## src/hdl/rvRegFile.sv

```systemverilog
`timescale 1ns/1ps
`default_nettype none

module rvRegFile (
  input  logic        clk,
  input  logic        arstN,
  input  logic [4:0]  rs1,
  input  logic [4:0]  rs2,
  output logic [31:0] rs1Value,
  output logic [31:0] rs2Value,
  input  logic        writeEnable,
  input  logic [4:0]  writeRd,
  input  logic [31:0] writeData
);

  // x0 has no storage
  logic [31:0] regs [1:31];

  function automatic logic [31:0] readPort(input logic [4:0] idx);
    if (idx == 5'd0) return 32'd0;
    // same-cycle write shows through
    if (writeEnable && writeRd == idx) return writeData;
    return regs[idx];
  endfunction

  always_comb rs1Value = readPort(rs1);
  always_comb rs2Value = readPort(rs2);

  always_ff @(posedge clk or negedge arstN) begin
    if (!arstN) begin
      for (int i = 1; i < 32; i++) begin
        regs[i] <= '0;
      end
    end else if (writeEnable && writeRd != 5'd0) begin
      regs[writeRd] <= writeData;
    end
  end

  // decode must already have dropped rd == 0 writes
  assert property (@(posedge clk) disable iff (!arstN) writeEnable |-> writeRd != 5'd0);

endmodule

`default_nettype wire

```

## config.mk

```make
export PLATFORM = sky130hd
export DESIGN_NAME = rvRegFile
export DESIGN_NICKNAME = d
export VERILOG_FILES = /design/src/hdl/rvRegFile.sv
export SDC_FILE = /design/constraint.sdc
export NUM_CORES = 2
export LEC_CHECK = 0
export BUFFER_PORTS_ARGS = -buffer_cell sky130_fd_sc_hd__buf_2
export CAP_MARGIN = 20
export CORE_ASPECT_RATIO = 0.9
export CORE_MARGIN = 3
export CORE_UTILIZATION = 40
export DETAILED_ROUTE_END_ITERATION = 12
export PLACE_DENSITY = 0.64
export SLEW_MARGIN = 20
export SYNTH_ARGS = -nofsm -noshare
export SYNTH_HDL_FRONTEND = slang
export SYNTH_SLANG_ARGS = --single-unit
```

## constraint.sdc

```tcl
create_clock -name clk -period 9.2 [get_ports clk]
set_clock_uncertainty 0.1 [all_clocks]
set_input_delay 2.76 -clock clk [delete_from_list [all_inputs] [get_ports clk]]
set_output_delay 2.76 -clock clk [all_outputs]
set_load 0.02 [all_outputs]
```

==> key figures <==
Pwr
  – Total power: 12.7 mW
  – Leak pwr: 25.5 nW
  – PwrDens: 212 mW/mm^2
  – Maximum vdd drop: 0.164 mV

Routing
  – DR vias: 36100
  – Vias per cell: 6.49
  – Antenna Violating Nets Remaining: 0
  – Detailed-router iteration count before antenna repair: 5
  – WL/cell: 32.5 microns
  – Post-Route WL: 181000 microns
  – DR iter-0 viols: 3688
  – Drt drc: 0

CTS
  – Cts hold-fix bufs: 0
  – Root buffer cell: clkbuf_16
  – H-Tree Depth: 3
  – TritonCTS Buffers: 100
  – Post CTS Setup Buffer Count: 0
  – Worst-Skew Late Latency: 0.70 ns
  – Post_cts resized: 0
  – Longest Clk Path Bufs: 3
  – Clock transition at the registers of the reported paths: 0.07 ns
  – Number of clock sinks: 992
  – CTS tree: done

Logic synthesis
  – Ys flop type: dfrtp_1
  – EDFF count, synth: 0
  – #FFs+latches synth: 992
  – Cell variety after synth: 56
  – Register area share after synthesis: 0.458
  – Cells after Synth: 3734
  – Syn Nets: 3784
  – Synthesized area: 0.0541 sq mm
  – Post-synth ARST share: 1.00
  – Syn_area_per_cell: 14.5 sq um
  – Total of warnings raised by yosys: 0

STA
  – Hold Vio Cnt, Final: 0
  – Rel. slew slack: 0.251
  – Fin. max-slew vios: 0
  – Worst-Margin Slew: 1.12 ns
  – Max Fclk: 0.113 GHz
  – Crit path time final: 8.81 ns
  – Fin crit share: 0.958
  – Setup TNS: 0 ns
  – RSZ-0062 raised after global routing: false
  – Final setup viols: 0

Critical path
  – Critical Path RT: 6.34 ns
  – Crit. End Element: output port
  – Startpoint types: primary input
  – Critical path class: primary input to output port
  – Crit-path max FO: 30
  – Worst endpoint data arrival time: 5.95 ns

Cells and area
  – Commonest non-fill, non-tap cell in the layout: mux2_2
  – Area delta synth->final: 10.1%
  – Fin nets: 3720
  – Most frequent cells in the layout: 1075 x mux2_2, 992 x dfrtp_1, 379 x mux4_2, 139 x mux2i_1, 115 x buf_4
  – Largest registers: regs x992
  – Storage element area: 0.0248 sq mm
  – Max reg flops: 992
  – Largest register by flop count: regs
  – Layout cells sized above 1: 0.516
  – FILL cells: 12000
  – Multi-input gate area: 0.0275 sq mm

Global route
  – Overflow left after global routing: 0
  – Initial antenna violation count: 13
  – Vias in the first global route: 36200
  – Largest net degree at the start of global routing: 165
  – First-pass GRT wire length: 263000 microns
  – GRT Overall Usage: 0.255

Floorplanning
  – Die area: 0.140 sq mm
  – Initial Utilization: 0.405
  – Die H: 355 microns
  – # IOs: 114
  – Die Width: 394 microns
  – Rows: 127
  – Core Box Area: 0.134 sq mm

Job
  – Max-Cap Viols: 0

Status
  – Status: finished clean

Placement
  – RD Place Congestion: 0.847
  – Dpl hpwl: 104000 microns
  – # port buffers: 113

Hold path
  – Worst hold-check path type: register to register
kinds of logic after synthesis:
logic type                share of synthesized area
DFF                                           0.458
muxes                                         0.420
buffers and inverters                        0.0375
and+or+nand+nor                              0.0232
xor gates and xnor gates                    0.00162
AOI/OAI and AO/OA                            0.0595
where the power goes:
| part | switching (mW) | internal [mW] | total (mW) |
|---|---|---|---|
| Sequential | 0.620 | 5.22 | 5.84 |
| Combinational | 1.16 | 1.59 | 2.75 |
| Clock | 1.84 | 2.23 | 4.07 |
| Total | 3.62 | 9.04 | 12.7 |
layer usage:
layer | vias up | wire length [microns] | track usage
li1 | 14400 | - | -
met1 | 19600 | 76900 | 0.361
met2 | 1773 | 80800 | 0.385
met3 | 344 | 16900 | 0.0649
met4 | 2 | 6140 | 0.0815
met5 | - | 13 | 0
final cells by class:
cell class / count / share of cell area
clock inverter: 30 / 0.00426
antenna: 4 / 0.000168
timing repair buffer: 243 / 0.0309
clock buffer: 148 / 0.0490
multi-input combinational: 2329 / 0.461
inverter: 4 / 0.000252
tap: 1806 / 0.0379
sequential: 992 / 0.416
critical path, stage by stage:
cell and delay (ns):
buf_8 0.29, buf_4 0.47, nor3_1 0.17, or2_2 0.68
buf_4 0.36, o41ai_1 0.85, buf_2 0.30
through the flow:
step | setup slack, ns | hold slack, ns | utilization | instances | cell area (sq um)
after floorplan | 1.60 | 0.368 | - | 3734 | 54100
after global placement | 0.438 | 0.384 | 0.422 | 5374 | 56400
after detailed placement | 0.446 | 0.399 | 0.422 | 5374 | 56400
after CTS | 0.445 | 0.420 | 0.446 | 5552 | 59600
after global routing | 0.397 | 0.431 | 0.446 | 5552 | 59600
final | 0.388 | 0.420 | 0.446 | 5556 | 59600
worst paths after layout:
kind                           start      endpoint  slack [ns]  cells after the start
max in group asynchronous      arstN     regs[720]        5.29                      3
max reg2reg                regs[612]     regs[612]        8.29                      1
min                        regs[613]     regs[613]        0.42                      1
min reg2reg                regs[613]     regs[613]        0.42                      1
max                           rs1[0]  rs1Value[15]        0.39                      7
min in group asynchronous      arstN     regs[160]        1.90                      1
cell usage after synthesis, types with 9 or more instances:
master     instances  area (sq um)
mux2_2          1075         12100
o221a_2           24           270
a21oi_1           31           155
dfrtp_1          992         24800
buf_2            104           521
a2111oi_0         14           123
a221oi_1          19           166
o41ai_1           15           131
nand2_1          112           420
a31oi_1           12          75.1
nor3_1            10          50.1
o22ai_1           43           269
a22o_1            10          87.6
clkbuf_1         196           736
mux2i_1          139          1390
nor2b_1           45           282
o221ai_1          14           123
a21o_1             9          67.6
mux4_1            23           604
o21ai_0           44           220
a22oi_1           58           435
nor2_1            61           229
o211ai_1          34           255
mux4_2           379          8540
buf_1             55           206
a211oi_1          76           571
buf_4             35           263
(Power assumes the default switching activity.)
