===== config.mk =====
export PLATFORM = sky130hd
export DESIGN_NAME = rvResult
export DESIGN_NICKNAME = d
export VERILOG_FILES = /design/src/hdl/rvCorePkg.sv /design/src/hdl/rvResult.sv
export SDC_FILE = /design/constraint.sdc
export NUM_CORES = 2
export LEC_CHECK = 0
export BUFFER_PORTS_ARGS = -buffer_cell sky130_fd_sc_hd__buf_2
export CAP_MARGIN = 20
export CORE_ASPECT_RATIO = 2
export CORE_MARGIN = 5
export CORE_UTILIZATION = 41
export CTS_CLUSTER_SIZE = 12
export DETAILED_ROUTE_END_ITERATION = 10
export GPL_TIMING_DRIVEN = 0
export SETUP_SLACK_MARGIN = 0.02
export SLEW_MARGIN = 20
export SYNTH_ARGS = -nofsm -noshare
export SYNTH_HDL_FRONTEND = slang
export SYNTH_SLANG_ARGS = --single-unit

===== constraint.sdc =====
create_clock -name clk -period 4.35 [get_ports clk]
set_input_delay 0.2175 -clock clk [delete_from_list [all_inputs] [get_ports clk]]
set_output_delay 0.2175 -clock clk [all_outputs]
set_load 0.005 [all_outputs]

===== src/hdl/rvCorePkg.sv =====
`default_nettype none

package rvCorePkg;

  // major opcodes that the core executes, anything else is a no-op
  typedef enum logic [6:0] {
    opReg   = 7'b0110011,
    opImm   = 7'b0010011,
    opLoad  = 7'b0000011,
    opStore = 7'b0100011
  } opcodeE;

  typedef enum logic [3:0] {
    aluAdd,
    aluSub,
    aluAnd,
    aluOr,
    aluXor,
    aluSlt,
    aluSll,
    aluSrl
  } aluOpE;

  typedef enum logic [1:0] {
    fetchIdle,
    fetchWaitAck,
    fetchWaitRelease
  } fetchStateE;

  // decode to execute
  typedef struct packed {
    logic        valid;
    logic [4:0]  rs1;
    logic [4:0]  rs2;
    logic [4:0]  rd;
    logic [31:0] rs1Value;
    logic [31:0] rs2Value;
    logic [31:0] immediate;
    aluOpE       aluOp;
    logic        aluSrc;
    logic        memRead;
    logic        memWrite;
    logic        regWrite;
  } decodedT;

  // execute to result
  typedef struct packed {
    logic        valid;
    logic [4:0]  rd;
    logic [31:0] aluResult;
    logic [31:0] storeData;
    logic        memRead;
    logic        memWrite;
    logic        regWrite;
  } executedT;

  typedef struct packed {
    logic        valid;
    logic [4:0]  rd;
    logic [31:0] data;
  } retireT;

  // result stage back to execute
  typedef struct packed {
    logic        memRegWrite;
    logic [4:0]  memRd;
    logic [31:0] memAluResult;
    logic        wbRegWrite;
    logic [4:0]  wbRd;
    logic [31:0] wbData;
  } forwardT;

endpackage

`default_nettype wire


===== src/hdl/rvResult.sv =====
`timescale 1ns/1ps
`default_nettype none

module rvResult #(
  parameter int DataWords = 64
) (
  input  logic                clk,
  input  logic                arstN,
  input  rvCorePkg::executedT executed,
  output rvCorePkg::forwardT  forward,
  output logic                regWrite,
  output logic [4:0]          regRd,
  output logic [31:0]         regData,
  output rvCorePkg::retireT   retire
);

  localparam int AddrBits = $clog2(DataWords);

  rvCorePkg::executedT exMem;

  logic [31:0]         dataMem [DataWords];
  logic [AddrBits-1:0] memAddr;
  logic [31:0]         loadData;
  logic                wbRegWrite;
  logic                wbMemRead;
  logic [4:0]          wbRd;
  logic [31:0]         wbAluResult;
  logic [31:0]         wbLoadData;
  logic [31:0]         wbData;

  always_ff @(posedge clk or negedge arstN) begin
    if (!arstN) begin
      exMem <= '0;
    end else begin
      exMem <= executed;
    end
  end

  // word address, wraps at DataWords
  assign memAddr  = exMem.aluResult[AddrBits+1:2];
  assign loadData = dataMem[memAddr];

  always_ff @(posedge clk or negedge arstN) begin
    if (!arstN) begin
      for (int i = 0; i < DataWords; i++) begin
        dataMem[i] <= '0;
      end
    end else if (exMem.valid && exMem.memWrite) begin
      dataMem[memAddr] <= exMem.storeData;
    end
  end

  always_ff @(posedge clk or negedge arstN) begin
    if (!arstN) begin
      wbRegWrite <= 1'b0;
      wbMemRead  <= 1'b0;
      wbRd       <= '0;
    end else begin
      wbRegWrite <= exMem.valid && exMem.regWrite;
      wbMemRead  <= exMem.memRead;
      wbRd       <= exMem.rd;
    end
  end

  always_ff @(posedge clk) begin
    wbAluResult <= exMem.aluResult;
    wbLoadData  <= loadData;
  end

  assign wbData = wbMemRead ? wbLoadData : wbAluResult;

  always_comb begin
    forward.memRegWrite  = exMem.valid && exMem.regWrite;
    forward.memRd        = exMem.rd;
    forward.memAluResult = exMem.aluResult;
    forward.wbRegWrite   = wbRegWrite;
    forward.wbRd         = wbRd;
    forward.wbData       = wbData;
  end

  assign regWrite = wbRegWrite;
  assign regRd    = wbRd;
  assign regData  = wbData;

  // one retire per register write
  always_comb begin
    retire.valid = wbRegWrite;
    retire.rd    = wbRd;
    retire.data  = wbData;
  end

  assert property (@(posedge clk) disable iff (!arstN) retire.valid |-> retire.rd != 5'd0);

endmodule

`default_nettype wire


==> results.cfg <==
[status]
status = complete, but fails checks
violations = negative setup slack

[clocking]
htreeDepth = 4
clockRootBuffer = clkbuf_16
cts_max_path_buffers = 4
clk_latency_ns = 0.92
cts_tree = done
cts_sinks = 2192
clk_pin_slew_worst_paths_ns = 0.06
post-cts-setup-buffers = 0
cts_buffers = 217

[setup_path]
worstSetupStartpointType = flop
slowest_delay_ns = 0.91
cpMaxStageDelayCell = nor2_2
rrSetupSlack_ns = -0.57
crit_chain = buf_4 -> buf_6 -> inv_2 -> nor2_2 -> nand2_1 -> nor2_2 -> buf_2 -> mux2_2
critPathCaptureType = flop
worst_ep_arrival_time_ns = 5.68
critical_path_required_ns = 5.11
critical_path_class = reg2reg
cp_common_cell = nor2_2
path_max_fanout = 10

[grt]
grt_usage_pct = 38.6
gr-total-overflow = 0
grt_first_pass_wirelength_um = 647000
grt_max_degree = 143
grt_pass1_vias = 73700
antenna_found_initial = 86

[logic_synthesis]
postSynthCellCount = 7161
ys_seq_area_share_pct = 56.2
syn-num-nets = 7236
syn_area_per_cell_sq_um = 13.6
syn_area_sq_um = 97100
synth_edf_count = 0
yosysUniqueCellTypes = 59
ys_ff_latch = 2192
synth.top_cell.area_share_pct = 54.9
synth_ff_type = dfrtp_1
ys_top_cells_by_area = dfrtp_1, mux2_2, a221oi_1, a22oi_1, mux2i_1
async_flop_share_pct = 97.1
yosys_warnings = 0
yosysTopAreaCell = dfrtp_1

[routing]
post-route-drc-count = 0
num_vias = 72000
drt_first_iter_violations = 7439
dr.pass1.iters = 8
viasPerCell = 6.50
post_drt_wl_per_cell_um = 44.0
ant_nets = 0
wl_um = 487000

[power]
swShare_pct = 27.9
sequentialPowerShare_pct = 48.7
p_clk_share_pct = 38.4
p_total_mw = 47.0
powerDensity_nw_per_um2 = 420
power.leakage_nw = 52.7
combPwrFrac_pct = 12.9
intPower_mw = 33.9
p_sw_mw = 13.1
max-vdd-ir-drop_uv = 354

[timing]
timing.final.crit_share_pct = 113
period_needed_ns = 4.92
max_freq_mhz = 203
hold_violations = 0
final-setup-viol-count = 576
timing.slew.headroom_pct = 10.2
slew_viol_final = 0
holdWs_ns = 0.357
rsz0062_at_grt = true
tightest_slew_ns = 1.35
finalWorstSetupSlack_ns = -0.566
skew_ns = 0.0719
finalSetupTns_ns = -123.96

[finish]
syn2layout_area_growth_pct = 15.4
postLayoutCellArea_sq_um = 112000
drive_gt1_share_pct = 41.5
nNetsFinal = 7896

[placed_design]
postPlaceCellArea_sq_um = 104000
port_buffers = 226
place_ws_ns = -0.835
place_hpwl_um = 366000
gp_congestion = 1.05

[die]
rows = 252
dieArea_sq_um = 247000
dieWidth_um = 354
core-area_sq_um = 236000
fp.dieH_um = 698
pin_count = 227
start_util_pct = 41.2

[run]
cap_violations = 0

[hold_path]
hold_path_class = reg2reg
critical path, delay by kind of cell, from the launching register on:
kind | cells | cell delay (ns)
buffers and inverters | 4 | 1.49
DFF | 1 | 0.56
muxes | 1 | 0.39
and+or+nand+nor | 3 | 2.28
path summary, 6_finish.rpt:
check	from	endpoint	cells past startpoint
max reg2reg	forward[42]	dataMem[72]	8
max	forward[42]	dataMem[72]	8
max in group asynchronous	arstN	dataMem[60]	8
min	exMem[2]	wbMemRead	0
min reg2reg	exMem[2]	wbMemRead	0
min in group asynchronous	arstN	dataMem[1074]	3
cell families after synthesis:
logic type	count (synthesis)	share of synthesized area, %
buffers and inverters	875	4.42
and+or+nand+nor	424	1.94
AOI/OAI and AO/OA	1298	9.79
DFF	2192	56.2
muxes	2372	27.7
Yosys cell counts, drive strengths merged (3+ instances only):
| master | n |
|---|---|
| nand3 | 24 |
| and2 | 5 |
| o32ai | 4 |
| or2 | 4 |
| a221o | 37 |
| nor3 | 19 |
| nor2b | 9 |
| nand2b | 3 |
| dfxtp | 64 |
| mux2 | 2164 |
| a2111o | 10 |
| a22oi | 337 |
| o22ai | 131 |
| nor4 | 4 |
| clkbuf | 334 |
| mux2i | 175 |
| a21oi | 152 |
| o211ai | 15 |
| nor2 | 244 |
| nor3b | 3 |
| buf | 539 |
| and3b | 3 |
| or3 | 9 |
| dfrtp | 2128 |
| or4 | 13 |
| a22o | 31 |
| o2111ai | 27 |
| mux4 | 33 |
| or4b | 3 |
| nand2 | 75 |
| o21ai | 176 |
| a221oi | 323 |
| o221ai | 43 |
layout make-up:
cell class	count	area, sq um
Multi-Input combinational cell	4094	38600
Clock inverter	16	210
Antenna cell	68	170
Sequential cell	2192	54500
Fill cell	20900	124000
Inverter	2	7.51
Tap cell	3048	3810
Timing Repair Buffer	445	4140
Buffer	869	4490
Clock buffer	337	6080
layer usage:
layer	GRT usage, %	wire length (um)
met1	39.5	156000
met2	61.4	228000
met3	9.70	37600
met4	42.0	64900
met5	0	250
flip-flops by register name (all words and copies together), names as in the netlist:
signal	flops
dataMem	2048
wbLoadData	32
exMem	36
regWrite	1
wbMemRead	1
forward	37
regRd	5
wbAluResult	32
per-stage QoR:
stage / utilization [%] / instances
floorplan: - / 7161
global placement: 43.3 / 10400
detailed placement: 44.0 / 10500
CTS: 47.4 / 11000
global route: 47.5 / 11000
finish: 47.6 / 11100
cell usage in the layout (no fill, tap or decap), types with 40 or more instances in the layout:
master and count:
o21ai_0 122, diode_2 68, clkbuf_1 348, clkbuf_16 219
a21oi_1 142, a221oi_1 313, dfxtp_1 64, nor2_1 200
mux2_2 2016, mux2_1 148, o22ai_1 131, dfrtp_1 2126
o221ai_1 43, clkbuf_2 83, buf_2 555, nand2_1 72
nor2_2 40, a22oi_1 332, mux2i_1 172, buf_4 159
dlygate4sd3_1 148
power by group through the flow:
| stage | clock (mW) | sequential (mW) | combinational (mW) |
|---|---|---|---|
| 3_5_place_dp | 0 | 23.2 | 5.73 |
| 5_1_grt | 18.8 | 23.0 | 6.22 |
| 6_report | 18.1 | 22.9 | 6.06 |
| 4_1_cts | 18.2 | 22.9 | 5.87 |
| 2_1_floorplan | 0 | 22.9 | 2.91 |
| 3_3_place_gp | 0 | 23.2 | 5.45 |
what timing repair did:
| action | CTS | global route |
|---|---|---|
| pin swaps | 0 | 1 |
| hold endpoints to repair | 331 | 0 |
| endpoints found under the setup margin | 1664 | 510 |
| resized for setup | 95 | 22 |
| gates cloned | 0 | 1 |
| hold buffers | 149 | 0 |
No activity file was read; power rests on OpenSTA's default activity.
