File: src/hdl/rvCorePkg.sv
`default_nettype none

package rvCorePkg;

  // major opcodes that the core executes, anything else is a no-op
  typedef enum logic [6:0] {
    opReg   = 7'b0110011,
    opImm   = 7'b0010011,
    opLoad  = 7'b0000011,
    opStore = 7'b0100011
  } opcodeE;

  typedef enum logic [3:0] {
    aluAdd,
    aluSub,
    aluAnd,
    aluOr,
    aluXor,
    aluSlt,
    aluSll,
    aluSrl
  } aluOpE;

  typedef enum logic [1:0] {
    fetchIdle,
    fetchWaitAck,
    fetchWaitRelease
  } fetchStateE;

  // decode to execute
  typedef struct packed {
    logic        valid;
    logic [4:0]  rs1;
    logic [4:0]  rs2;
    logic [4:0]  rd;
    logic [31:0] rs1Value;
    logic [31:0] rs2Value;
    logic [31:0] immediate;
    aluOpE       aluOp;
    logic        aluSrc;
    logic        memRead;
    logic        memWrite;
    logic        regWrite;
  } decodedT;

  // execute to result
  typedef struct packed {
    logic        valid;
    logic [4:0]  rd;
    logic [31:0] aluResult;
    logic [31:0] storeData;
    logic        memRead;
    logic        memWrite;
    logic        regWrite;
  } executedT;

  typedef struct packed {
    logic        valid;
    logic [4:0]  rd;
    logic [31:0] data;
  } retireT;

  // result stage back to execute
  typedef struct packed {
    logic        memRegWrite;
    logic [4:0]  memRd;
    logic [31:0] memAluResult;
    logic        wbRegWrite;
    logic [4:0]  wbRd;
    logic [31:0] wbData;
  } forwardT;

endpackage

`default_nettype wire

File: src/hdl/rvDecode.sv
`timescale 1ns/1ps
`default_nettype none

module rvDecode (
  input  logic                clk,
  input  logic                arstN,
  output logic                fetchReq,
  output logic [31:0]         fetchPc,
  input  logic                fetchAck,
  input  logic [31:0]         fetchInstr,
  output logic [4:0]          rs1,
  output logic [4:0]          rs2,
  input  logic [31:0]         rs1Value,
  input  logic [31:0]         rs2Value,
  input  logic                exMemRead,
  input  logic [4:0]          exRd,
  output rvCorePkg::decodedT  decoded
);

  rvCorePkg::fetchStateE fetchState;
  rvCorePkg::opcodeE     opcode;
  rvCorePkg::aluOpE      aluOp;

  logic        bufValid;
  logic [31:0] bufInstr;
  logic        bufDrain;
  logic        bufFree;
  logic        capture;
  logic        ifIdValid;
  logic [31:0] ifIdInstr;
  logic        stall;
  logic [2:0]  funct3;
  logic [6:0]  funct7;
  logic [4:0]  rd;
  logic [31:0] iImm;
  logic [31:0] sImm;
  logic [31:0] immediate;
  logic        aluSrc;
  logic        ctlMemRead;
  logic        ctlMemWrite;
  logic        writesRd;

  assign fetchReq = (fetchState == rvCorePkg::fetchWaitAck);
  assign capture  = fetchReq && fetchAck;

  // load in execute feeding this instruction
  assign stall = ifIdValid && exMemRead && exRd != 5'd0 && (exRd == rs1 || exRd == rs2);

  assign bufDrain = bufValid && !stall;
  assign bufFree  = !bufValid || bufDrain;

  always_ff @(posedge clk or negedge arstN) begin
    if (!arstN) begin
      fetchState <= rvCorePkg::fetchIdle;
      fetchPc    <= '0;
    end else begin
      case (fetchState)
        rvCorePkg::fetchIdle: begin
          if (bufFree && !fetchAck) fetchState <= rvCorePkg::fetchWaitAck;
        end
        rvCorePkg::fetchWaitAck: begin
          if (fetchAck) begin
            fetchState <= rvCorePkg::fetchWaitRelease;
            fetchPc    <= fetchPc + 32'd4;
          end
        end
        rvCorePkg::fetchWaitRelease: begin
          // ack low again, next request may go out at once
          if (!fetchAck) begin
            fetchState <= bufFree ? rvCorePkg::fetchWaitAck : rvCorePkg::fetchIdle;
          end
        end
        default: fetchState <= rvCorePkg::fetchIdle;
      endcase
    end
  end

  always_ff @(posedge clk or negedge arstN) begin
    if (!arstN) begin
      bufValid  <= 1'b0;
      ifIdValid <= 1'b0;
    end else begin
      if (capture) bufValid <= 1'b1;
      else if (bufDrain) bufValid <= 1'b0;
      if (!stall) ifIdValid <= bufValid;
    end
  end

  always_ff @(posedge clk) begin
    if (capture) bufInstr <= fetchInstr;
    if (!stall) ifIdInstr <= bufInstr;
  end

  assign opcode = rvCorePkg::opcodeE'(ifIdInstr[6:0]);
  assign funct3 = ifIdInstr[14:12];
  assign funct7 = ifIdInstr[31:25];
  assign rd     = ifIdInstr[11:7];
  assign rs1    = ifIdInstr[19:15];
  assign rs2    = ifIdInstr[24:20];
  assign iImm   = {{20{ifIdInstr[31]}}, ifIdInstr[31:20]};
  assign sImm   = {{20{ifIdInstr[31]}}, ifIdInstr[31:25], ifIdInstr[11:7]};

  always_comb begin
    aluOp       = rvCorePkg::aluAdd;
    aluSrc      = 1'b0;
    ctlMemRead  = 1'b0;
    ctlMemWrite = 1'b0;
    writesRd    = 1'b0;
    immediate   = iImm;
    case (opcode)
      rvCorePkg::opReg: begin
        if (funct7 == 7'd0 || (funct7 == 7'b0100000 && funct3 == 3'b000)) begin
          writesRd = 1'b1;
          case (funct3)
            3'b000:  aluOp = funct7[5] ? rvCorePkg::aluSub : rvCorePkg::aluAdd;
            3'b001:  aluOp = rvCorePkg::aluSll;
            3'b010:  aluOp = rvCorePkg::aluSlt;
            3'b100:  aluOp = rvCorePkg::aluXor;
            3'b101:  aluOp = rvCorePkg::aluSrl;
            3'b110:  aluOp = rvCorePkg::aluOr;
            3'b111:  aluOp = rvCorePkg::aluAnd;
            default: writesRd = 1'b0;
          endcase
        end
      end
      rvCorePkg::opImm: begin
        aluSrc   = 1'b1;
        writesRd = 1'b1;
        case (funct3)
          3'b000:  aluOp = rvCorePkg::aluAdd;
          3'b010:  aluOp = rvCorePkg::aluSlt;
          3'b100:  aluOp = rvCorePkg::aluXor;
          3'b110:  aluOp = rvCorePkg::aluOr;
          3'b111:  aluOp = rvCorePkg::aluAnd;
          default: writesRd = 1'b0;
        endcase
      end
      rvCorePkg::opLoad: begin
        // word accesses only
        if (funct3 == 3'b010) begin
          aluSrc     = 1'b1;
          ctlMemRead = 1'b1;
          writesRd   = 1'b1;
        end
      end
      rvCorePkg::opStore: begin
        if (funct3 == 3'b010) begin
          aluSrc      = 1'b1;
          ctlMemWrite = 1'b1;
          immediate   = sImm;
        end
      end
      default: ;
    endcase
  end

  // a stall turns the outgoing slot into a bubble
  always_comb begin
    decoded.valid     = ifIdValid && !stall;
    decoded.rs1       = rs1;
    decoded.rs2       = rs2;
    decoded.rd        = rd;
    decoded.rs1Value  = rs1Value;
    decoded.rs2Value  = rs2Value;
    decoded.immediate = immediate;
    decoded.aluOp     = aluOp;
    decoded.aluSrc    = aluSrc;
    decoded.memRead   = decoded.valid && ctlMemRead;
    decoded.memWrite  = decoded.valid && ctlMemWrite;
    decoded.regWrite  = decoded.valid && writesRd && rd != 5'd0;
  end

  assert property (@(posedge clk) disable iff (!arstN)
    fetchReq && !fetchAck |=> fetchReq);

  assert property (@(posedge clk) disable iff (!arstN)
    $rose(fetchReq) |-> !$past(fetchAck));

endmodule

`default_nettype wire

File: config.mk
export PLATFORM = sky130hd
export DESIGN_NAME = rvDecode
export DESIGN_NICKNAME = d
export VERILOG_FILES = /design/src/hdl/rvCorePkg.sv /design/src/hdl/rvDecode.sv
export SDC_FILE = /design/constraint.sdc
export NUM_CORES = 1
export LEC_CHECK = 0
export ABC_AREA = 1
export BUFFER_PORTS_ARGS = -buffer_cell sky130_fd_sc_hd__clkbuf_2
export CORE_UTILIZATION = 35
export CTS_CLUSTER_SIZE = 28
export DETAILED_ROUTE_END_ITERATION = 16
export RECOVER_POWER = 100
export SLEW_MARGIN = 25
export SYNTH_ARGS = -nofsm -noshare
export SYNTH_HDL_FRONTEND = slang
export SYNTH_SLANG_ARGS = --single-unit
File: constraint.sdc
create_clock -name clk -period 2.3 [get_ports clk]
set_input_delay 0.23 -clock clk [delete_from_list [all_inputs] [get_ports clk]]
set_output_delay 0.23 -clock clk [all_outputs]
set_load 0.02 [all_outputs]
==> results of run 1 <==
==> worst max-delay path by stage <==
| stage | startpoint | to | slack, ns | depth (start not counted) |
|---|---|---|---|---|
| floorplan | fetchState[1] | fetchPc[4] | 0.14 | 6 |
| finish | ifIdInstr[12] | decoded[0] | 0.09 | 8 |
| detailed placement | ifIdInstr[12] | decoded[12] | 0.39 | 8 |
| CTS | ifIdInstr[12] | decoded[12] | 0.009 | 8 |
| global placement | ifIdInstr[3] | decoded[12] | 0.53 | 8 |
| global route | ifIdInstr[12] | decoded[0] | -0.11 | 8 |
==> per-layer routing <==
layer	global-route usage, %	up-vias	share of wire (%)
met3	11.1	17	14
met4	5.35	0	1.9
met2	28.0	211	48
li1	-	1635	-
met1	17.4	1560	35
met5	0	-	0
==> final cells by class <==
cell class | instances | area [sq um] | area share (%)
multi-input cells | 269 | 1280 | 24.0
well taps | 180 | 225 | 4.22
inverters | 49 | 184 | 3.45
flip-flops and latches | 98 | 2770 | 52.0
clock buffers | 9 | 225 | 4.22
clock inverters | 7 | 51.3 | 0.962
repair buffers | 140 | 594 | 11.1
==> layout by cell type (no fill, tap or decap), types with 7 or more instances in the layout <==
cell / n
nand3_1: 16
clkbuf_1: 85
edfxtp_1: 64
inv_1: 49
xnor2_1: 9
clkbuf_16: 9
dfrtp_1: 34
nor3_1: 16
nor2_1: 55
xor2_1: 17
nand2_1: 124
o21ai_0: 7
clkbuf_2: 55
==> flip-flops by register name, indices dropped and copies added (netlist names) <==
name	flops
bufInstr	32
fetchState	2
fetchPc	30
bufValid	1
ifIdInstr	32
ifIdValid	1
==> power breakdown <==
group / leakage [nW] / total (mW) / switching, mW / internal (mW)
Clock: 0.134 / 1.42 / 0.678 / 0.739
Combinational: 1.08 / 0.410 / 0.288 / 0.122
Sequential: 1.08 / 2.09 / 0.0965 / 1.99
==> metrics by stage <==
| stage | hold slack (ns) | instances |
|---|---|---|
| floorplan | -0.0656 | 538 |
| global placement | 0.386 | 736 |
| detailed placement | 0.401 | 736 |
| CTS | 0.0182 | 752 |
| global route | 0.0289 | 752 |
| finish | 0.0517 | 752 |
==> worst register-to-register path, stage by stage (launching register included) <==
cell	delay, ns
edfxtp_1	0.44
inv_1	0.14
nand2_1	0.06
nand2_1	0.06
nor2_1	0.04
nand3_1	0.07
nand2_1	0.09
nand2_2	0.07
clkbuf_2	0.65
==> repair_timing <==
item | 4_1_cts | 5_1_grt
resized for setup | 0 | 5
endpoints found under the hold margin | 0 | 0
endpoints found under the setup margin | 0 | 7
==> kinds of logic (layout without fill, tap and decap cells) <==
| group | count (synthesis) | count (layout) | share of synthesized area, % |
|---|---|---|---|
| and+or+nand+nor | 225 | 225 | 18.3 |
| buffers and inverters | 171 | 205 | 21.3 |
| DFF | 98 | 98 | 54.1 |
| xor gates and xnor gates | 26 | 26 | 4.44 |
| AOI/OAI and AO/OA | 14 | 14 | 1.54 |
| adders and majority gates | 1 | 1 | 0.244 |
| other | 1 | 3 | 0.0732 |
==> impl_metrics.xml, run 1 <==
<?xml version="1.0" encoding="UTF-8"?>
<metrics>
  <group name="routing">
    <metric name="routedWlPerCell" unit="um">17.3</metric>
    <metric name="route.final.wire_length" unit="mm">13.0</metric>
    <metric name="first_iter_violations" unit="">142</metric>
    <metric name="detailedRoute.firstPassIterationCount" unit="">4</metric>
    <metric name="drtAntennaViolNets" unit="">0</metric>
    <metric name="dr_vias" unit="">3423</metric>
    <metric name="post_drt_via_cell_ratio" unit="">4.55</metric>
    <metric name="detail_route.drc_violations" unit="">0</metric>
  </group>
  <group name="min_path">
    <metric name="worstHoldPathCells" unit="">1</metric>
    <metric name="worst_hold_path_class" unit="">in2reg</metric>
    <metric name="whs_endpoint" unit="">bufInstr[22]</metric>
    <metric name="holdCritStartpoint" unit="">fetchInstr[22]</metric>
  </group>
  <group name="worst_setup_path">
    <metric name="timing.critical_path.buf_inv" unit="">2</metric>
    <metric name="required" unit="ns">2.07</metric>
    <metric name="rr_endpoint" unit="">ifIdInstr[31]</metric>
    <metric name="critical_path.most_common_cell" unit="">nand2_1</metric>
    <metric name="arrival" unit="ns">1.98</metric>
    <metric name="critical_path.cell_chain" unit="">inv_1 -&gt; nand2_1 -&gt; o21ai_1 -&gt; o2111ai_2 -&gt; nand2_1 -&gt; nand2_1 -&gt; nor2_1 -&gt; clkbuf_2</metric>
    <metric name="worst_r2r_startpoint" unit="">ifIdInstr[22]</metric>
    <metric name="critical_path_end_type" unit="">output pin</metric>
    <metric name="timing.reg2reg.setup_slack" unit="ns">0.28</metric>
    <metric name="slowest_stage" unit="">edfxtp_1</metric>
    <metric name="worst-path-max-fanout" unit="">4</metric>
    <metric name="reg2reg_depth" unit="">8</metric>
    <metric name="path_delay_family" unit="">flip-flops</metric>
    <metric name="crit_type" unit="">reg2out</metric>
    <metric name="worstSetupStartpointType" unit="">flip-flop</metric>
    <metric name="crit_path_max_incr_delay" unit="ns">0.47</metric>
  </group>
  <group name="final_layout">
    <metric name="area.growth.synth_to_final" unit="%">4.00</metric>
    <metric name="post-route-cell-area" unit="sq um">5330</metric>
    <metric name="finalCoreUtilization" unit="%">37.8</metric>
    <metric name="finalNetCount" unit="">673</metric>
    <metric name="n_antenna_cell" unit="">0</metric>
    <metric name="final.fill_count" unit="">1462</metric>
    <metric name="final_layout_size_suffix_gt1_share" unit="%">13.8</metric>
  </group>
  <group name="placed_design">
    <metric name="globalplace.congestion" unit="">0.916</metric>
    <metric name="pre_cts_ws" unit="ns">0.391</metric>
    <metric name="place.port_buffers" unit="">136</metric>
    <metric name="placedInstanceArea" unit="sq um">5170</metric>
    <metric name="post-dp-hpwl" unit="mm">10.1</metric>
  </group>
  <group name="grt">
    <metric name="global_route.usage.total" unit="%">16.9</metric>
    <metric name="antenna_violations_before_repair" unit="">0</metric>
    <metric name="globalRoute.totalOverflow" unit="">0</metric>
    <metric name="first_global_vias" unit="">3283</metric>
    <metric name="largest_net_degree_at_the_start_of_global_routing" unit="">42</metric>
    <metric name="grt_first_pass_wirelength" unit="mm">18.4</metric>
  </group>
  <group name="power_and_ir_drop">
    <metric name="total_power" unit="mW">3.91</metric>
    <metric name="leakagePower" unit="nW">2.29</metric>
    <metric name="powerDensity" unit="nW/um^2">734</metric>
    <metric name="vdd.ir_drop.worst" unit="uV">295</metric>
  </group>
  <group name="clock_network">
    <metric name="cts-root-to-sink-buffers" unit="">2</metric>
    <metric name="tritoncts_num_sinks" unit="">98</metric>
    <metric name="post_cts.repair.setup_buffers" unit="">0</metric>
    <metric name="clk_latency" unit="ns">0.35</metric>
    <metric name="cts_hold_buffers" unit="">0</metric>
    <metric name="tritoncts" unit="">done</metric>
    <metric name="tritoncts.num_buffers" unit="">9</metric>
    <metric name="clkSlewWorstSetupHoldPaths" unit="ns">0.07</metric>
    <metric name="cts-root-buf" unit="">clkbuf_16</metric>
    <metric name="maximum_level_of_the_cts_h_tree" unit="">3</metric>
  </group>
  <group name="timing">
    <metric name="final-hold-violation-count" unit="">0</metric>
    <metric name="finalCritPeriodShare" unit="%">96.0</metric>
    <metric name="maxSlewHeadroom" unit="%">-28.3</metric>
    <metric name="fmax" unit="MHz">453</metric>
    <metric name="setup_total_negative_slack" unit="ns">0</metric>
    <metric name="setup_skew_after_layout" unit="ns">0.00699</metric>
    <metric name="transition_at_the_pin_with_the_smallest_max_transition_slack" unit="ns">1.92</metric>
    <metric name="drv_slew" unit="">35</metric>
    <metric name="post-route-min-period" unit="ns">2.21</metric>
    <metric name="finalWorstSetupSlack" unit="ns">0.0930</metric>
    <metric name="finalSetupViolations" unit="">0</metric>
  </group>
  <group name="floorplanning">
    <metric name="die_w" unit="um">123</metric>
    <metric name="placement_rows" unit="">43</metric>
    <metric name="fp.coreArea" unit="sq um">14100</metric>
    <metric name="die_height" unit="um">123</metric>
    <metric name="die-area" unit="sq um">15100</metric>
    <metric name="initial_utilization" unit="%">36.4</metric>
    <metric name="io_pins" unit="">268</metric>
  </group>
  <group name="synth">
    <metric name="commonest_cells_in_the_netlist" unit="">nand2_1 (125), buf_4 (120), edfxtp_1 (64)</metric>
    <metric name="synth.ff_latch_count" unit="">98</metric>
    <metric name="yosys_warnings" unit="">0</metric>
    <metric name="syn_area" unit="sq um">5130</metric>
    <metric name="postSynthAreaPerCell" unit="sq um">9.56</metric>
    <metric name="number_of_flops_mapped_to_enable_cells_by_yosys" unit="">64</metric>
    <metric name="synth-seq-area-share" unit="%">54.1</metric>
    <metric name="post_synth_inst_count" unit="">536</metric>
    <metric name="synth.top_cells.by_area" unit="">edfxtp_1 (37%), buf_4 (18%), dfrtp_1 (17%)</metric>
    <metric name="share_of_the_synthesized_area_in_the_top_cell_type" unit="%">37.5</metric>
    <metric name="yosysUniqueCellTypes" unit="">26</metric>
    <metric name="primary_flip_flop_cell_chosen_by_synthesis_mapping" unit="">edfxtp_1</metric>
    <metric name="synthDominantAreaCellType" unit="">edfxtp_1</metric>
    <metric name="post-synth-top-count-cell" unit="">nand2_1</metric>
    <metric name="asyncSetResetFlopFracSynth" unit="%">34.7</metric>
  </group>
  <group name="outcome">
    <metric name="status" unit="">complete, but fails checks</metric>
    <metric name="failed_checks" unit="">max-capacitance violations, max-slew violations</metric>
  </group>
  <group name="job">
    <metric name="maxCapViolations" unit="">1</metric>
  </group>
</metrics>
Note: power is estimated with default switching activity, not from simulation.
==> run 2: changes to the inputs <==
--- a/config.mk
+++ b/config.mk
@@ -10,7 +10,8 @@
 export CORE_UTILIZATION = 35
 export CTS_CLUSTER_SIZE = 28
 export DETAILED_ROUTE_END_ITERATION = 16
-export RECOVER_POWER = 100
+export GPL_TIMING_DRIVEN = 0
+export RECOVER_POWER = 25
 export SLEW_MARGIN = 25
 export SYNTH_ARGS = -nofsm -noshare
 export SYNTH_HDL_FRONTEND = slang
==> run 2 against run 1 <==
- the flow still finishes with violations (max-capacitance violations, max-slew violations)
- wire length increased by 4.0%
- clock power rose by 6%
- final cell count up 25%
- combinational power is 76% higher
- core utilization is 9.8 points higher
- sequential power is essentially flat
- maximum frequency increased by 1.7%
- cell area is 26% higher
- worst setup slack better by 0.036 ns
- critical path depth up 1
- largest power group unchanged
- highest routed layer unchanged
==> impl_metrics.xml, run 2 (synthesis gave the netlist of run 1 again) <==
<?xml version="1.0" encoding="UTF-8"?>
<metrics>
  <group name="outcome">
    <metric name="status" unit="">complete, but fails checks</metric>
    <metric name="failed_checks" unit="">max-capacitance violations, max-slew violations</metric>
  </group>
  <group name="power_and_ir_drop">
    <metric name="power_frac_seq" unit="%">48.2</metric>
    <metric name="vdd.ir_drop.worst" unit="uV">272</metric>
    <metric name="netSwitchingFraction" unit="%">26.8</metric>
    <metric name="switchingPower" unit="mW">1.16</metric>
    <metric name="clkPwrFrac" unit="%">35.0</metric>
    <metric name="leakagePower" unit="nW">3.38</metric>
    <metric name="share_comb_of_total_power" unit="%">16.7</metric>
    <metric name="p_int" unit="mW">3.17</metric>
    <metric name="powerDensity" unit="nW/um^2">644</metric>
  </group>
  <group name="timing">
    <metric name="fmax" unit="MHz">461</metric>
    <metric name="drv_slew" unit="">35</metric>
    <metric name="post-route-min-period" unit="ns">2.17</metric>
    <metric name="setup_skew_after_layout" unit="ns">0.00726</metric>
    <metric name="finalWorstSetupSlack" unit="ns">0.129</metric>
    <metric name="setup_total_negative_slack" unit="ns">0</metric>
    <metric name="transition_at_the_pin_with_the_smallest_max_transition_slack" unit="ns">1.86</metric>
    <metric name="final-hold-violation-count" unit="">0</metric>
    <metric name="maxSlewHeadroom" unit="%">-23.9</metric>
    <metric name="finalCritPeriodShare" unit="%">94.4</metric>
    <metric name="finalSetupViolations" unit="">0</metric>
  </group>
  <group name="final_layout">
    <metric name="final.fill_count" unit="">1346</metric>
    <metric name="leading_cell_type_in_the_layout_fill_and_taps_excluded" unit="">clkbuf_2</metric>
    <metric name="area.growth.synth_to_final" unit="%">30.9</metric>
    <metric name="final_cell_mix" unit="">clkbuf_2 (177), nand2_1 (123), buf_4 (123), edfxtp_1 (64), nor2_1 (55)</metric>
    <metric name="final_layout_size_suffix_gt1_share" unit="%">42.9</metric>
    <metric name="n_antenna_cell" unit="">0</metric>
    <metric name="finalNetCount" unit="">859</metric>
    <metric name="post_layout_nonfiller_instances" unit="">938</metric>
    <metric name="largest_registers" unit="">bufInstr: 32 flops, ifIdInstr: 32 flops, fetchPc: 30 flops</metric>
  </group>
  <group name="routing">
    <metric name="routedWlPerCell" unit="um">14.4</metric>
    <metric name="dr_vias" unit="">4030</metric>
    <metric name="detailedRoute.firstPassIterationCount" unit="">4</metric>
    <metric name="post_drt_via_cell_ratio" unit="">4.30</metric>
    <metric name="detail_route.drc_violations" unit="">0</metric>
    <metric name="first_iter_violations" unit="">154</metric>
    <metric name="drtAntennaViolNets" unit="">0</metric>
    <metric name="route.final.wire_length" unit="mm">13.5</metric>
  </group>
  <group name="min_path">
    <metric name="worstHoldPathCells" unit="">1</metric>
    <metric name="whs_endpoint" unit="">bufInstr[30]</metric>
    <metric name="holdCritStartpoint" unit="">fetchInstr[30]</metric>
    <metric name="worst_hold_path_class" unit="">in2reg</metric>
  </group>
  <group name="worst_setup_path">
    <metric name="critical_path.cell_chain" unit="">inv_1 -&gt; nor2_2 -&gt; nand2_1 -&gt; nor2_1 -&gt; nand2_1 -&gt; nor2_4 -&gt; inv_1 -&gt; o21ai_1 -&gt; clkbuf_2</metric>
    <metric name="slowest_stage" unit="">edfxtp_1</metric>
    <metric name="crit_type" unit="">reg2out</metric>
    <metric name="crit_path_max_incr_delay" unit="ns">0.37</metric>
    <metric name="reg2reg_depth" unit="">8</metric>
    <metric name="worstSetupStartpointType" unit="">flip-flop</metric>
    <metric name="rr_endpoint" unit="">fetchPc[22]</metric>
    <metric name="worst_r2r_startpoint" unit="">fetchPc[2]</metric>
    <metric name="arrival" unit="ns">1.94</metric>
    <metric name="critical_path_end_type" unit="">output pin</metric>
    <metric name="timing.reg2reg.setup_slack" unit="ns">0.48</metric>
    <metric name="worst-path-max-fanout" unit="">8</metric>
    <metric name="required" unit="ns">2.07</metric>
  </group>
  <group name="clock_network">
    <metric name="tritoncts" unit="">done</metric>
    <metric name="tritoncts.num_buffers" unit="">9</metric>
    <metric name="maximum_level_of_the_cts_h_tree" unit="">3</metric>
    <metric name="clkSlewWorstSetupHoldPaths" unit="ns">0.07</metric>
    <metric name="tritoncts_num_sinks" unit="">98</metric>
    <metric name="cts_hold_buffers" unit="">0</metric>
    <metric name="cts-root-buf" unit="">clkbuf_16</metric>
    <metric name="clk_latency" unit="ns">0.34</metric>
    <metric name="cts-root-to-sink-buffers" unit="">2</metric>
  </group>
  <group name="grt">
    <metric name="global_route.usage.total" unit="%">17.5</metric>
    <metric name="grt_first_pass_wirelength" unit="mm">19.4</metric>
    <metric name="first_global_vias" unit="">3715</metric>
    <metric name="antenna_violations_before_repair" unit="">0</metric>
    <metric name="globalRoute.totalOverflow" unit="">0</metric>
    <metric name="largest_net_degree_at_the_start_of_global_routing" unit="">35</metric>
  </group>
  <group name="job">
    <metric name="maxCapViolations" unit="">1</metric>
  </group>
  <group name="placed_design">
    <metric name="pre_cts_ws" unit="ns">-0.243</metric>
    <metric name="globalplace.congestion" unit="">0.899</metric>
    <metric name="post-dp-hpwl" unit="mm">10.9</metric>
    <metric name="place.port_buffers" unit="">200</metric>
    <metric name="post-place-cells" unit="">919</metric>
  </group>
  <group name="floorplanning">
    <metric name="die_w" unit="um">123</metric>
    <metric name="placement_rows" unit="">43</metric>
    <metric name="fp.coreArea" unit="sq um">14100</metric>
    <metric name="initial_utilization" unit="%">36.4</metric>
    <metric name="io_pins" unit="">268</metric>
    <metric name="die_height" unit="um">123</metric>
    <metric name="die-area" unit="sq um">15100</metric>
  </group>
</metrics>
==> run 2: area by class of cell <==
| class | count | area [sq um] | area share [%] |
|---|---|---|---|
| inverters | 49 | 184 | 2.74 |
| clock buffers | 12 | 246 | 3.67 |
| repair buffers | 203 | 1020 | 15.2 |
| multi-input cells | 270 | 1310 | 19.5 |
| clock inverters | 4 | 50.0 | 0.746 |
| flip-flops and latches | 98 | 2770 | 41.3 |
| well taps | 180 | 225 | 3.36 |
| plain buffers | 122 | 910 | 13.6 |
==> run 2: how the worst max path moves through the flow <==
stage | from | end | slack, ns | depth (start not counted)
floorplan | fetchState[1] | fetchPc[4] | 0.14 | 6
global placement | fetchState[1] | fetchPc[4] | -0.47 | 6
detailed placement | ifIdInstr[20] | decoded[0] | -0.24 | 12
CTS | ifIdInstr[20] | decoded[0] | 0.001 | 12
global route | ifIdInstr[13] | decoded[0] | -0.01 | 11
finish | ifIdInstr[13] | decoded[12] | 0.13 | 9
==> run 2: metal layers <==
metal / up-vias / global-route usage [%] / share of wire (%)
met5: - / 0 / 0
met4: 0 / 7.00 / 1.8
met3: 17 / 3.23 / 7.2
met1: 1850 / 22.1 / 41
met2: 150 / 29.5 / 50
li1: 2013 / - / -
==> run 2: critical path, delay by kind of cell, from the launching register on <==
kind / cells / cell delay [ns]
AOI/OAI and AO/OA: 1 / 0.13
buffers and inverters: 3 / 0.39
DFF: 1 / 0.37
and+or+nand+nor: 5 / 0.72
==> run 2: metrics by stage <==
stage / utilization [%] / hold slack, ns / instance area (sq um) / total power [mW]
finish: 47.6 / 0.0641 / 6710 / 4.32
global route: 47.6 / 0.0473 / 6710 / 4.51
global placement: 45.1 / 0.379 / 6360 / 2.83
detailed placement: 45.3 / 0.391 / 6390 / 2.85
CTS: 47.7 / 0.0233 / 6730 / 4.38
floorplan: - / -0.0656 / 5140 / 2.58
==> run 2: timing repair <==
| item | 4_1_cts | 5_1_grt |
|---|---|---|
| cloned | 1 | 0 |
| buffers inserted | 2 | 0 |
| endpoints found under the setup margin | 4 | 8 |
| pin swaps | 1 | 0 |
| gates resized for setup | 2 | 6 |
==> run 2: power groups by stage <==
stage,registers (mW),logic [mW],clock network [mW]
6_report,2.09,0.722,1.51
5_1_grt,2.10,0.786,1.63
4_1_cts,2.09,0.736,1.56
3_5_place_dp,2.13,0.726,0
3_3_place_gp,2.12,0.709,0
2_1_floorplan,2.15,0.431,0
==> run 3: changes to the inputs <==
--- a/config.mk
+++ b/config.mk
@@ -11,6 +11,7 @@
 export CTS_CLUSTER_SIZE = 28
 export DETAILED_ROUTE_END_ITERATION = 16
 export GPL_TIMING_DRIVEN = 0
+export PLACE_DENSITY_LB_ADDON = 0.05
 export RECOVER_POWER = 25
 export SLEW_MARGIN = 25
 export SYNTH_ARGS = -nofsm -noshare
==> run 3 against run 2 <==
- the flow finishes with violations (negative hold slack)
- first-iteration DRC count is 40% higher
- critical path type unchanged
- maximum frequency is 1.8% higher
- total power is 1.4% lower
- cell area is 0.47% higher
- combinational power is 1% lower
- register-to-register slack worse by 0.08 ns
- sequential share of layout area is 0.19 points lower
- critical path depth is 1 lower
==> impl_metrics.xml, run 3 (synthesis gave the netlist of run 1 again) <==
<?xml version="1.0" encoding="UTF-8"?>
<metrics>
  <group name="min_path">
    <metric name="worst_hold_path_class" unit="">in2async</metric>
  </group>
  <group name="final_layout">
    <metric name="final_cell_mix" unit="">clkbuf_2 (175), buf_4 (127), nand2_1 (122), edfxtp_1 (64), nor2_1 (55)</metric>
    <metric name="leading_cell_type_in_the_layout_fill_and_taps_excluded" unit="">clkbuf_2</metric>
    <metric name="final_layout_size_suffix_gt1_share" unit="%">43.5</metric>
    <metric name="post-route-cell-area" unit="sq um">6740</metric>
    <metric name="n_antenna_cell" unit="">0</metric>
    <metric name="post_layout_nonfiller_instances" unit="">943</metric>
    <metric name="finalNetCount" unit="">864</metric>
    <metric name="final.fill_count" unit="">1401</metric>
    <metric name="largest_registers" unit="">bufInstr: 32 flops, ifIdInstr: 32 flops, fetchPc: 30 flops</metric>
    <metric name="area.growth.synth_to_final" unit="%">31.5</metric>
  </group>
  <group name="floorplanning">
    <metric name="die-area" unit="sq um">15100</metric>
    <metric name="initial_utilization" unit="%">36.4</metric>
    <metric name="die_height" unit="um">123</metric>
    <metric name="placement_rows" unit="">43</metric>
    <metric name="io_pins" unit="">268</metric>
    <metric name="die_w" unit="um">123</metric>
    <metric name="fp.coreArea" unit="sq um">14100</metric>
  </group>
  <group name="placed_design">
    <metric name="post-dp-hpwl" unit="mm">9.21</metric>
    <metric name="globalplace.congestion" unit="">0.832</metric>
    <metric name="place.port_buffers" unit="">200</metric>
    <metric name="placedInstanceArea" unit="sq um">6380</metric>
    <metric name="post-place-cells" unit="">919</metric>
    <metric name="pre_cts_ws" unit="ns">-0.230</metric>
  </group>
  <group name="outcome">
    <metric name="status" unit="">complete, but fails checks</metric>
    <metric name="failed_checks" unit="">negative hold slack</metric>
  </group>
  <group name="worst_setup_path">
    <metric name="worstSetupStartpointType" unit="">flip-flop</metric>
    <metric name="crit_type" unit="">reg2out</metric>
    <metric name="worst-path-max-fanout" unit="">8</metric>
    <metric name="required" unit="ns">2.07</metric>
    <metric name="critical_path_end_type" unit="">output pin</metric>
    <metric name="arrival" unit="ns">1.90</metric>
  </group>
  <group name="routing">
    <metric name="post_drt_via_cell_ratio" unit="">4.24</metric>
    <metric name="routedWlPerCell" unit="um">12.5</metric>
    <metric name="dr_vias" unit="">3999</metric>
    <metric name="drtAntennaViolNets" unit="">0</metric>
    <metric name="detailedRoute.firstPassIterationCount" unit="">4</metric>
    <metric name="first_iter_violations" unit="">215</metric>
    <metric name="detail_route.drc_violations" unit="">0</metric>
    <metric name="route.final.wire_length" unit="mm">11.8</metric>
  </group>
  <group name="grt">
    <metric name="first_global_vias" unit="">3634</metric>
    <metric name="largest_net_degree_at_the_start_of_global_routing" unit="">35</metric>
    <metric name="grt_first_pass_wirelength" unit="mm">17.4</metric>
    <metric name="antenna_violations_before_repair" unit="">0</metric>
    <metric name="globalRoute.totalOverflow" unit="">0</metric>
    <metric name="global_route.usage.total" unit="%">15.2</metric>
  </group>
  <group name="clock_network">
    <metric name="tritoncts" unit="">done</metric>
    <metric name="tritoncts_num_sinks" unit="">98</metric>
    <metric name="tritoncts.num_buffers" unit="">9</metric>
    <metric name="cts-root-buf" unit="">clkbuf_16</metric>
    <metric name="clk_latency" unit="ns">0.34</metric>
    <metric name="maximum_level_of_the_cts_h_tree" unit="">3</metric>
    <metric name="cts-root-to-sink-buffers" unit="">2</metric>
    <metric name="clkSlewWorstSetupHoldPaths" unit="ns">0.07</metric>
  </group>
  <group name="power_and_ir_drop">
    <metric name="leakagePower" unit="nW">3.39</metric>
    <metric name="powerDensity" unit="nW/um^2">632</metric>
    <metric name="vdd.ir_drop.worst" unit="uV">240</metric>
  </group>
  <group name="timing">
    <metric name="transition_at_the_pin_with_the_smallest_max_transition_slack" unit="ns">0.856</metric>
    <metric name="finalWorstSetupSlack" unit="ns">0.168</metric>
    <metric name="finalCritPeriodShare" unit="%">92.7</metric>
    <metric name="finalSetupViolations" unit="">0</metric>
    <metric name="maxSlewHeadroom" unit="%">42.9</metric>
    <metric name="fmax" unit="MHz">469</metric>
    <metric name="hold-worst-slack" unit="ns">-0.0191</metric>
    <metric name="post-route-min-period" unit="ns">2.13</metric>
    <metric name="setup_skew_after_layout" unit="ns">0.00715</metric>
    <metric name="final-hold-violation-count" unit="">34</metric>
    <metric name="drv_slew" unit="">0</metric>
  </group>
  <group name="job">
    <metric name="maxCapViolations" unit="">0</metric>
  </group>
</metrics>
==> run 3: worst paths after layout <==
kind                                 from             to  slack (ns)  cells after the start
max                         ifIdInstr[12]    decoded[12]        0.17                      8
min                                 arstN    fetchPc[15]       -0.02                      1
max reg2reg                    fetchPc[2]    fetchPc[22]        0.40                      8
min reg2reg                  bufInstr[14]  ifIdInstr[14]        0.41                      0
max in group asynchronous           arstN    fetchPc[28]        1.78                      1
min in group clk           fetchInstr[23]   bufInstr[23]        0.05                      1
==> run 3: per-stage QoR <==
step	power [mW]	util [%]	hold WS, ns	TNS (ns)
after CTS	4.32	47.6	0.0170	0
after detailed placement	2.84	45.3	0.396	-0.526
final	4.26	47.8	-0.0191	0
after floorplan	2.58	-	-0.0656	0
after global placement	2.82	45.1	0.397	-18.12
after global routing	4.45	47.8	0.0461	-0.0149
==> run 3: routing by layer <==
layer	vias to the layer above	track usage (%)	share of wire (%)	wire length, um
li1	2025	-	-	-
met1	1771	18.0	40	4770
met2	189	26.7	50	5920
met3	14	3.32	7.9	927
met4	0	6.25	1.4	161
met5	-	0	0	0
==> run 3: power breakdown <==
| group | total (mW) | internal (mW) | switching [mW] |
|---|---|---|---|
| Sequential | 2.08 | 1.99 | 0.0944 |
| Clock | 1.47 | 0.829 | 0.636 |
| Combinational | 0.714 | 0.304 | 0.410 |
| Total | 4.26 | 3.12 | 1.14 |
==> run 3: worst max-delay path, cell delays in order, from the launching register on <==
cell and delay (ns):
edfxtp_1 0.43, nor2_2 0.18, nand2_1 0.08, nor2_1 0.13
nand2_2 0.10, nor2_4 0.20, inv_1 0.11, o21ai_1 0.14
clkbuf_2 0.18
==> run 3: cell type report <==
cell class	instances	area, sq um	share of cell area (%)
sequential	98	2770	41.1
clock inverter	7	60.1	0.891
tap	180	225	3.34
buffer	122	910	13.5
timing repair buffer	208	1040	15.5
inverter	49	184	2.73
clock buffer	9	225	3.34
multi-input combinational	270	1320	19.6
==> run 3: repair_timing <==
item	CTS	global route
resized for setup	4	9
buffers inserted	2	5
pin swaps	1	1
gates cloned	1	0
endpoints found under the setup margin	5	6
hold buffers	0	0
